File: src/gpr_defines.svh
/* size parameters of the banked register file
   included by the packages and the testbench */
`ifndef GPR_DEFINES_SVH
`define GPR_DEFINES_SVH

// operand collectors reading the register file
`define GPR_NUM_REQS 4

// must be a power of two no larger than GPR_NUM_REGS
`define GPR_NUM_BANKS 4

`define GPR_NUM_WARPS 8
`define GPR_NUM_REGS 32

// threads per warp and the width of one thread's word
`define GPR_LANES 4
`define GPR_XLEN 32

// width of the bank collision stall counter
`define GPR_PERF_W 16

`endif

File: src/gpr_types_pkg.sv
/* width types shared by the register file blocks and its testbench
   sizes follow the defines header */
`include "gpr_defines.svh"

package gpr_types_pkg;

    localparam int WARP_W = $clog2(`GPR_NUM_WARPS);
    localparam int REG_W = $clog2(`GPR_NUM_REGS);
    localparam int BANK_SEL_BITS = $clog2(`GPR_NUM_BANKS);

    // index widths never drop to zero, even with a single requester or bank
    localparam int REQ_IDX_W = (`GPR_NUM_REQS > 1) ? $clog2(`GPR_NUM_REQS) : 1;
    localparam int BANK_IDX_W = (BANK_SEL_BITS > 0) ? BANK_SEL_BITS : 1;

    typedef logic [WARP_W-1:0] warp_id_t;
    typedef logic [REG_W-1:0] reg_id_t;
    typedef logic [1:0] opd_id_t;

    typedef logic [`GPR_LANES-1:0] lane_mask_t;
    typedef logic [`GPR_LANES*`GPR_XLEN-1:0] lane_data_t;

    typedef logic [REQ_IDX_W-1:0] req_idx_t;
    typedef logic [BANK_IDX_W-1:0] bank_idx_t;

    // warp number on top of the register bits left over after bank select
    typedef logic [WARP_W+REG_W-BANK_SEL_BITS-1:0] bank_addr_t;

    typedef logic [`GPR_PERF_W-1:0] perf_cnt_t;

endpackage

File: src/gpr_msg_pkg.sv
/* packed messages passed between the register file blocks and across its ports
   field types come from the width package */
`include "gpr_defines.svh"

package gpr_msg_pkg;

    // read request from an operand collector
    typedef struct packed {
        gpr_types_pkg::opd_id_t opd_id;
        gpr_types_pkg::warp_id_t wid;
        gpr_types_pkg::reg_id_t reg_id;
    } gpr_req_t;

    // read response back to the collector
    typedef struct packed {
        gpr_types_pkg::opd_id_t opd_id;
        gpr_types_pkg::lane_data_t data;
    } gpr_rsp_t;

    // writeback of a whole or partial warp
    typedef struct packed {
        gpr_types_pkg::warp_id_t wid;
        gpr_types_pkg::reg_id_t rd;
        gpr_types_pkg::lane_mask_t tmask;
        gpr_types_pkg::lane_data_t data;
    } gpr_wb_t;

    // read routed to a bank, still tagged with the requester that issued it
    typedef struct packed {
        gpr_types_pkg::req_idx_t req_idx;
        gpr_types_pkg::opd_id_t opd_id;
        gpr_types_pkg::bank_addr_t addr;
    } bank_req_t;

    typedef struct packed {
        gpr_types_pkg::req_idx_t req_idx;
        gpr_types_pkg::opd_id_t opd_id;
        gpr_types_pkg::lane_data_t data;
    } bank_rsp_t;

endpackage

File: src/gpr_req_xbar.sv
`timescale 1ns/100ps

/* crossbar from operand requesters to register banks with fixed priority per bank
   the winning request of each bank is registered and counted losers feed the stall counter */
module gpr_req_xbar #(
    parameter int NUM_INPUTS = 4,
    parameter int NUM_OUTPUTS = 4
) (
    input logic clk,
    input logic reset,

    input logic [NUM_INPUTS-1:0] valid_in,
    input gpr_msg_pkg::bank_req_t [NUM_INPUTS-1:0] data_in,
    input gpr_types_pkg::bank_idx_t [NUM_INPUTS-1:0] sel_in,
    output logic [NUM_INPUTS-1:0] ready_in,

    output logic [NUM_OUTPUTS-1:0] valid_out,
    output gpr_msg_pkg::bank_req_t [NUM_OUTPUTS-1:0] data_out,

    output logic [$bits(gpr_types_pkg::req_idx_t):0] collisions
);

    logic [NUM_OUTPUTS-1:0][NUM_INPUTS-1:0] grant;
    logic [NUM_OUTPUTS-1:0] granted;
    gpr_msg_pkg::bank_req_t [NUM_OUTPUTS-1:0] pick;

    for (genvar o = 0; o < NUM_OUTPUTS; o++) begin : g_arb
        logic [NUM_INPUTS-1:0] hit;

        for (genvar i = 0; i < NUM_INPUTS; i++) begin : g_hit
            assign hit[i] = valid_in[i] && (sel_in[i] == gpr_types_pkg::bank_idx_t'(o));
        end

        // keep only the lowest set bit so the lowest requester index wins
        assign grant[o] = hit & ~(hit - 1'b1);
        assign granted[o] = |hit;
    end

    // grants are one-hot per bank, so each bank picks at most one request
    always_comb begin
        ready_in = '0;
        pick = '0;
        for (int o = 0; o < NUM_OUTPUTS; o++) begin
            for (int i = 0; i < NUM_INPUTS; i++) begin
                if (grant[o][i]) begin
                    ready_in[i] = 1'b1;
                    pick[o] = data_in[i];
                end
            end
        end
    end

    always_comb begin
        collisions = '0;
        for (int i = 0; i < NUM_INPUTS; i++) begin
            if (valid_in[i] && !ready_in[i]) begin
                collisions = collisions + 1'b1;
            end
        end
    end

    always_ff @(posedge clk) begin
        if (reset) begin
            valid_out <= '0;
        end else begin
            valid_out <= granted;
        end
    end

    // banks never stall so the request register loads every cycle
    always_ff @(posedge clk) begin
        data_out <= pick;
    end

endmodule

File: config.mk
export PLATFORM = sky130hd
export DESIGN_NAME = gpr_req_xbar
export DESIGN_NICKNAME = d
export VERILOG_FILES = /design/src/gpr_types_pkg.sv /design/src/gpr_msg_pkg.sv /design/src/gpr_req_xbar.sv
export VERILOG_INCLUDE_DIRS = /design/src /design/src/src
export SDC_FILE = /design/constraint.sdc
export NUM_CORES = 1
export LEC_CHECK = 0
export ABC_CLOCK_PERIOD_IN_PS = 2300
export BUFFER_PORTS_ARGS = -buffer_cell sky130_fd_sc_hd__clkbuf_2
export CAP_MARGIN = 20
export CORE_UTILIZATION = 42
export DETAILED_ROUTE_END_ITERATION = 16
export MAX_ROUTING_LAYER = met4
export PLACE_DENSITY = 0.76
export SYNTH_ARGS = -nofsm -noshare
export SYNTH_HDL_FRONTEND = slang
export SYNTH_SLANG_ARGS = --single-unit
File: constraint.sdc
create_clock -name clk -period 2.3 [get_ports clk]
set_input_delay 0.345 -clock clk [delete_from_list [all_inputs] [get_ports clk]]
set_output_delay 0.345 -clock clk [all_outputs]
set_load 0.05 [all_outputs]
==> results.cfg, run 1 <==
[synthesis]
synth_fp_nets = 305
async_reset_ff_frac = 0
synth_seq_cells = 44
synth_flop_cell = dfxtp_1
syn_area_um2 = 2310
syn_inst = 248
synth_area_per_cell_um2 = 9.31
yosysUniqueCellTypes = 36
synth-seq-area-share = 0.382
yosys_warnings = 0
synth_edf_count = 0

[flow_run]
max_cap_viol_count = 0

[global_routing]
grt_pass1_wl_mm = 11.3
grt.total_usage = 0.249
grt_max_degree = 24
grt-ovfl-total = 0
grt_pass1_vias = 2529
antenna_found_initial = 0

[placed_design]
port_buffers = 104
place_ws_ns = -0.338
dp_hpwl_mm = 5.17
gp_congestion = 0.917
dpl-instance-area_um2 = 3140

[die]
core_um2 = 5200
die_h_um = 76.1
rows = 26
die_w_um = 76.1
start_util = 0.444
die_area_um2 = 5800
num_io_pins = 105

[routing]
first_pass_iters = 5
viasPerCell = 5.98
antenna_left = 0
drcViolationCount = 0
wirelength_mm = 7.31
num_vias = 2668
wl_per_cell_um = 16.4
drt-initial-drc-count = 254

[power]
p_seq_frac = 0.400
swShare = 0.357
comb_power_share = 0.366
p_total_mw = 2.10
power_density_nw_per_um2 = 627
ir_drop_v = 0.000366
intPower_mw = 1.35
p_clk_frac = 0.234
p_switching_mw = 0.750
p_leak_nw = 1.62

[clock_tree]
cts_tree = built
htreeDepth = 2
cts_root_buf = clkbuf_8
hold_buffers = 0
clkSlewWorstSetupHoldPaths_ns = 0.07
cts_max_path_buffers = 2
clkSinkCount = 44
cts_made_buffers = 5

[timing]
hold_violations = 0
finalCriticalPeriod_ns = 2.51
whs_ns = 0.285
setup_slack_ns = -0.212
rsz0062_at_grt = yes
timing.slew.headroom = 0.434
worst_pin_slew_ns = 0.846
post-route-period-util = 1.09
fmax_mhz = 398
setup_viol = 2
final-max-slew-violation-count = 0

[worst_hold_path]
holdCritStartpoint = reset
hp-class = in2reg
min_path_cells = 2
holdPathEnd = valid_out[2]

[status]
outcome = complete, but fails checks
violations = setup timing

[cells_and_area]
area_delta_synth_final_pct = 45.4
drive_gt1_frac = 0.460
fillerInstances = 447
nNetsFinal = 433
antenna_cells = 0
multiInputGateArea_um2 = 1420
final_util = 0.645
final-seq-area_um2 = 881
design_area_um2 = 3360

[critical_path]
crit_arrival_ns = 2.17
worst_setup_path_start_kind = input port
path_max_fanout = 5
crit_path_end_kind = primary output
crit_type = in2out
worstPathRequired_ns = 1.96
==> synth_stat cells (2+ instances only) <==
cell type | count | share of area
and3b_1 | 4 | 0.015
clkbuf_1 | 17 | 0.028
a221o_1 | 40 | 0.17
ha_1 | 3 | 0.016
nand3_1 | 4 | 0.0087
a22oi_1 | 41 | 0.13
nand3b_1 | 3 | 0.0098
xnor2_1 | 3 | 0.011
nor3b_2 | 2 | 0.011
and3_1 | 3 | 0.0081
buf_2 | 3 | 0.0065
nor4_2 | 2 | 0.011
inv_1 | 4 | 0.0065
a31oi_1 | 5 | 0.014
conb_1 | 2 | 0.0033
nor2_1 | 49 | 0.080
dfxtp_1 | 44 | 0.38
==> flip-flops by register name, indices dropped and copies added (netlist names) <==
register   count
valid_out      4
data_out      40
==> metal layers <==
metal,wire length [µm],track usage,vias to the layer above
li1,-,-,1229
met1,2880,0.284,1249
met2,3660,0.434,177
met3,644,0.0455,13
met4,119,0.0942,0
met5,0,-,-
==> timing repair <==
| item | 4_1_cts | 5_1_grt |
|---|---|---|
| resized for setup | 6 | 21 |
| pin swaps | 2 | 9 |
| endpoints found under the setup margin | 3 | 4 |
| setup buffers | 2 | 1 |
| gates cloned | 0 | 0 |
==> power groups by stage <==
stage | registers [mW] | logic [mW] | clock network (mW)
final | 0.841 | 0.770 | 0.493
after global routing | 0.847 | 0.808 | 0.538
after CTS | 0.842 | 0.748 | 0.497
after detailed placement | 0.860 | 0.725 | 0
after global placement | 0.859 | 0.717 | 0
after floorplan | 1.09 | 0.251 | 0
==> layout make-up <==
class,count,share of cell area
multi-input cells,179,0.422
flip-flops and latches,44,0.262
repair buffers,142,0.257
clock buffers,7,0.0287
well taps,70,0.0261
inverters,4,0.00447
==> critical path: stages <==
cell and delay, ns:
buf_8 0.11, and3b_2 0.27, nor2_4 0.05, a22oi_2 0.24, o211a_4 0.23, mux2i_2 0.24
ha_1 0.26, mux2_4 0.28, buf_8 0.15
==> stage by stage <==
stage                     TNS (ns)  cells
final                       -0.369    446
after global routing        -0.652    446
after CTS                   -0.401    445
after detailed placement    -0.634    436
after global placement      -0.434    436
after floorplan             -0.248    248
==> cells by family after synthesis <==
| logic type | count (synthesis) | synth area share |
|---|---|---|
| other | 2 | 0.00325 |
| XOR/XNOR | 5 | 0.0222 |
| flip-flops | 44 | 0.382 |
| buffers and inverters | 25 | 0.0428 |
| adder cells (fa/ha/maj) | 3 | 0.0163 |
| AND/OR/NAND/NOR | 78 | 0.192 |
| AO/OA/AOI/OAI | 89 | 0.331 |
| multiplexers | 2 | 0.0108 |
==> worst max path at each step <==
| stage | from | end | depth (start not counted) |
|---|---|---|---|
| after floorplan | sel_in[3] | ready_in[2] | 4 |
| after global placement | sel_in[3] | collisions[1] | 9 |
| after detailed placement | sel_in[3] | collisions[1] | 9 |
| after CTS | sel_in[3] | collisions[1] | 9 |
| after global routing | sel_in[0] | collisions[1] | 9 |
| final | sel_in[3] | collisions[1] | 9 |
==> placed cells by master (no fill, tap or decap), types with 2 or more instances in the layout <==
cell,count
xnor2_2,2
inv_1,4
nand3_1,3
clkbuf_8,8
conb_1,2
a22oi_1,40
nor4_4,2
and3b_2,2
nor2_1,48
buf_8,2
and3b_1,2
nor3b_2,2
and3_1,3
nand3b_1,3
buf_4,40
clkbuf_2,96
ha_1,2
a31oi_1,5
a221o_1,40
dfxtp_1,44
Power figures use the tool's default switching activity.
==> run 2, diff against run 1 <==
--- a/config.mk
+++ b/config.mk
@@ -7,8 +7,9 @@
 export NUM_CORES = 1
 export LEC_CHECK = 0
 export ABC_CLOCK_PERIOD_IN_PS = 2300
-export BUFFER_PORTS_ARGS = -buffer_cell sky130_fd_sc_hd__clkbuf_2
+export BUFFER_PORTS_ARGS = -buffer_cell sky130_fd_sc_hd__buf_2
 export CAP_MARGIN = 20
+export CORE_MARGIN = 8
 export CORE_UTILIZATION = 42
 export DETAILED_ROUTE_END_ITERATION = 16
 export MAX_ROUTING_LAYER = met4
==> run 2 against run 1 <==
Global-route usage shrank 5.3 points. Total power shrank 2.4%. Core utilization shrank 1.4 points. Non-clock buffer count grew 3. Hold slack lost 0.015 ns. Combinational power grew 2%. Sequential power is essentially flat. Routed wire length grew 11%. Largest cell class unchanged. The flow still finishes with violations (setup timing). Via count shrank 3.2%. Fmax grew 1.5%. Clock power shrank 13%.
==> results.cfg, run 2 (synthesis results as in run 1) <==
[clock_tree]
htreeDepth = 2
clkSlewWorstSetupHoldPaths_ns = 0.07
clkSinkCount = 44
cts_made_buffers = 5
cts_tree = built
cts_root_buf = clkbuf_8
hold_buffers = 0
cts_max_path_buffers = 2

[critical_path]
crit_path_max_incr_delay_ns = 0.26
worstPathRequired_ns = 1.96
crit_type = in2out
crit_chain = buf_4, and3b_2, nor2_4, a21oi_2, o211a_4, mux2i_2, buf_4, buf_4, buf_4, mux2_4, buf_8
crit_arrival_ns = 2.13
crit_path_end_kind = primary output
worst_setup_path_start_kind = input port
path_common_cell = buf_4
critPathSlowestCell = o211a_4
path_max_fanout = 6

[timing]
setup_slack_ns = -0.175
timing.slew.headroom = 0.490
rsz0062_at_grt = yes
finalCriticalPeriod_ns = 2.48
worst_pin_slew_ns = 0.762
post-route-period-util = 1.08
tns_ns = -0.267
hold_violations = 0
final-max-slew-violation-count = 0
setup_viol = 2
whs_ns = 0.271
fmax_mhz = 404

[power]
comb_power_share = 0.382
p_leak_nw = 1.65
p_switching_mw = 0.753
p_seq_frac = 0.408
p_clk_frac = 0.210
swShare = 0.367
power_density_nw_per_um2 = 602
intPower_mw = 1.30
ir_drop_v = 0.000368

[global_routing]
grt_pass1_vias = 2633
grt.total_usage = 0.196
grt_pass1_wl_mm = 12.8
grt_max_degree = 24
antenna_found_initial = 0
grt-ovfl-total = 0

[placed_design]
gp_congestion = 0.880
dp_hpwl_mm = 5.79
port_buffers = 104
dp.cells = 437

[routing]
antenna_left = 0
first_pass_iters = 4
wl_per_cell_um = 18.1
num_vias = 2583
drt-initial-drc-count = 215
drcViolationCount = 0
wirelength_mm = 8.15
viasPerCell = 5.73

[die]
rows = 27
start_util = 0.427
num_io_pins = 105
core_um2 = 5410
die_area_um2 = 8120
die_w_um = 90.1
die_h_um = 90.1

[cells_and_area]
final_common_cell = buf_2
nNetsFinal = 436
final_cell_mix = buf_2 (96), nor2_1 (47), dfxtp_1 (44), a22oi_1 (40), a221o_1 (40)
largest_reg_flops = 40
finalNonFillerCells = 451
top_register = data_out
reg_top3 = data_out: 40 flops, valid_out: 4 flops
antenna_cells = 0
area_delta_synth_final_pct = 47.8
drive_gt1_frac = 0.480

[status]
outcome = complete, but fails checks
violations = setup timing

[flow_run]
max_cap_viol_count = 0

[worst_hold_path]
hp-class = in2reg
[run 2: cell count changes in the layout (fill, tap and decap cells not counted), moves of 2 or more]
cell | previous run | this run
buf_2 | 1 | 96
clkbuf_8 | 8 | 5
and3b_1 | 2 | 0
buf_4 | 40 | 38
and3b_2 | 2 | 4
buf_6 | 1 | 8
clkbuf_2 | 96 | 0
[run 2: per-layer routing]
| layer | up-vias | share of wire | track usage |
|---|---|---|---|
| met1 | 1231 | 0.39 | 0.218 |
| met3 | 10 | 0.077 | 0.0540 |
| li1 | 1233 | - | - |
| met2 | 109 | 0.52 | 0.329 |
| met4 | 0 | 0.012 | 0.0680 |
| met5 | - | 0 | - |
[run 2: area by class of cell]
cell class	count	area, µm²
fill	458	1990
timing repair buffer	145	893
sequential	44	881
multi-input combinational	179	1450
clock buffer	6	72.6
inverter	4	15.0
clock inverter	1	5.00
tap	72	90.1
[run 2: power groups by stage]
stage,Combinational [mW],Sequential [mW],Clock (mW)
floorplan,0.251,1.09,0
global placement,0.718,0.856,0
detailed placement,0.728,0.857,0
CTS,0.757,0.839,0.446
global route,0.828,0.844,0.475
finish,0.784,0.838,0.430
[run 2: path summary, 6_finish.rpt]
check,startpoint,endpoint,slack (ns),depth (start not counted)
setup / recovery,valid_in[0],collisions[1],-0.18,11
hold / removal,reset,valid_out[2],0.27,2
[run 2: stage by stage]
stage / total power [mW] / area [µm²] / utilization / setup slack, ns
6_report: 2.05 / 3410 / 0.631 / -0.175
5_1_grt: 2.15 / 3410 / 0.631 / -0.224
4_1_cts: 2.04 / 3300 / 0.610 / -0.200
3_5_place_dp: 1.58 / 3120 / 0.578 / -0.349
3_3_place_gp: 1.57 / 3120 / 0.578 / -0.239
2_1_floorplan: 1.34 / 2340 / - / -0.159
[run 2: what timing repair did]
action,4_1_cts,5_1_grt
gates resized for setup,14,25
pin swaps,6,8
buffers inserted,5,2
setup endpoints to repair,3,3
[run 2: worst max-delay path, delay by kind of cell]
kind | cells | cell delay (ns)
buf+inv | 5 | 0.64
mux | 2 | 0.42
simple gates | 2 | 0.38
compound gates | 2 | 0.33
==> run 3, diff against run 2 <==
--- a/config.mk
+++ b/config.mk
@@ -13,7 +13,9 @@
 export CORE_UTILIZATION = 42
 export DETAILED_ROUTE_END_ITERATION = 16
 export MAX_ROUTING_LAYER = met4
-export PLACE_DENSITY = 0.76
+export PLACE_DENSITY = 0.87
+export REMOVE_ABC_BUFFERS = 1
 export SYNTH_ARGS = -nofsm -noshare
 export SYNTH_HDL_FRONTEND = slang
 export SYNTH_SLANG_ARGS = --single-unit
+export TNS_END_PERCENT = 5
==> run 3 against run 2 <==
The flow still finishes with violations (setup timing). Critical path depth fell by 1. Clock-buffer cell count rose by 1. Cell area fell by 0.84%. Sequential power barely moved. Combinational power rose by 2%. Die area did not move. Largest power group unchanged. Highest routed layer unchanged.
==> results.cfg, run 3 (synthesis results as in run 1) <==
[power]
comb_power_share = 0.376
p_clk_frac = 0.231
power_density_nw_per_um2 = 632
swShare = 0.360
ir_drop_v = 0.000275
p_leak_nw = 1.65
p_seq_frac = 0.394
intPower_mw = 1.37
p_switching_mw = 0.769

[critical_path]
crit_type = in2out
crit_path_end = collisions[2]
worstPathRequired_ns = 1.96
crit_chain = buf_6, and3b_2, nor2_2, a22oi_2, o211a_1, mux2i_2, ha_4, nand3_1, xor2_1, buf_4
crit_path_max_incr_delay_ns = 0.34
crit_arrival_ns = 2.30
path_max_fanout = 5
critPathSlowestCell = mux2i_2
crit_start = sel_in[1]
crit_path_end_kind = primary output
worst_setup_path_start_kind = input port

[timing]
rsz0062_at_grt = yes
hold_violations = 0
timing.slew.headroom = 0.463
setup_slack_ns = -0.342
setup_viol = 3
final-max-slew-violation-count = 0
whs_ns = 0.268
fmax_mhz = 378
post-route-period-util = 1.15
worst_pin_slew_ns = 0.803
finalCriticalPeriod_ns = 2.64

[clock_tree]
cts_tree = built
cts_made_buffers = 5
cts_root_buf = clkbuf_8
clkSlewWorstSetupHoldPaths_ns = 0.07
clkSinkCount = 44
hold_buffers = 0
htreeDepth = 2
cts_max_path_buffers = 2

[cells_and_area]
top_register = data_out
final_common_cell = buf_2
nNetsFinal = 435
antenna_cells = 0
area_delta_synth_final_pct = 46.5
drive_gt1_frac = 0.463
final_cell_mix = buf_2 (95), nor2_1 (46), dfxtp_1 (44), a22oi_1 (40), a221o_1 (40)
largest_reg_flops = 40
reg_top3 = data_out: 40 flops, valid_out: 4 flops

[routing]
wl_per_cell_um = 19.6
num_vias = 2753
viasPerCell = 6.12
drcViolationCount = 0
antenna_left = 0
first_pass_iters = 5
drt-initial-drc-count = 168
wirelength_mm = 8.81

[placed_design]
place_ws_ns = -0.308
gp_congestion = 0.998
dp_hpwl_mm = 5.90
port_buffers = 104

[flow_run]
max_cap_viol_count = 0

[global_routing]
grt.total_usage = 0.211
grt_max_degree = 24
grt_pass1_vias = 2891
grt_pass1_wl_mm = 13.8
antenna_found_initial = 0
grt-ovfl-total = 0

[status]
violations = setup timing
outcome = complete, but fails checks

[die]
die_h_um = 90.1
num_io_pins = 105
rows = 27
die_w_um = 90.1
die_area_um2 = 8120
start_util = 0.427
core_um2 = 5410

[worst_hold_path]
hp-class = in2reg
==> run 3: worst min-delay path by stage <==
stage | start | end | slack [ns] | cells past startpoint
2_1_floorplan | reset | valid_out[0] | 0.41 | 1
3_3_place_gp | reset | valid_out[0] | 0.57 | 2
3_5_place_dp | reset | valid_out[0] | 0.56 | 2
4_1_cts | reset | valid_out[0] | 0.26 | 2
5_1_grt | reset | valid_out[0] | 0.27 | 2
6_report | reset | valid_out[0] | 0.27 | 2
==> run 3: layout make-up <==
class | instances | area, µm²
multi-input cells | 179 | 1410
fillers | 456 | 2020
clock buffers | 7 | 96.3
well taps | 72 | 90.1
repair buffers | 144 | 888
flip-flops and latches | 44 | 881
inverters | 4 | 15.0
==> run 3: critical path, delay by kind of cell <==
family                   cells  cell delay (ns)
AO/OA/AOI/OAI                2             0.45
AND/OR/NAND/NOR              3             0.41
buffers and inverters        2             0.35
multiplexers                 1             0.34
XOR/XNOR                     1             0.22
adder cells (fa/ha/maj)      1             0.19
==> run 3: power groups by stage <==
stage	Combinational (mW)	Sequential, mW	Clock (mW)
after floorplan	0.231	1.09	0
after global placement	0.707	0.856	0
after detailed placement	0.718	0.859	0
after CTS	0.770	0.842	0.503
after global routing	0.845	0.847	0.530
final	0.803	0.841	0.493
==> run 3: what timing repair did <==
| item | 4_1_cts | 5_1_grt |
|---|---|---|
| setup endpoints to repair | 3 | 3 |
| gates resized for setup | 28 | 6 |
| gates cloned | 0 | 0 |
| setup buffers | 7 | 2 |
| pin swaps | 11 | 3 |
==> run 3: per-stage QoR <==
| stage | total power, mW | instances | cell area, µm² | setup TNS [ns] | util |
|---|---|---|---|---|---|
| floorplan | 1.32 | 227 | 2220 | -2.96 | - |
| global placement | 1.56 | 434 | 3070 | -0.448 | 0.568 |
| detailed placement | 1.58 | 434 | 3070 | -0.648 | 0.568 |
| CTS | 2.11 | 448 | 3330 | -0.243 | 0.617 |
| global route | 2.22 | 450 | 3380 | -0.939 | 0.626 |
| finish | 2.14 | 450 | 3380 | -0.773 | 0.626 |
==> run 3: layer usage <==
layer / part of all wire / global-route usage / routed length [µm] / up-vias
met1: 0.36 / 0.216 / 3170 / 1310
met4: 0.037 / 0.123 / 329 / 0
met5: 0 / - / 0 / -
li1: - / - / - / 1236
met3: 0.089 / 0.0540 / 788 / 37
met2: 0.51 / 0.359 / 4520 / 170
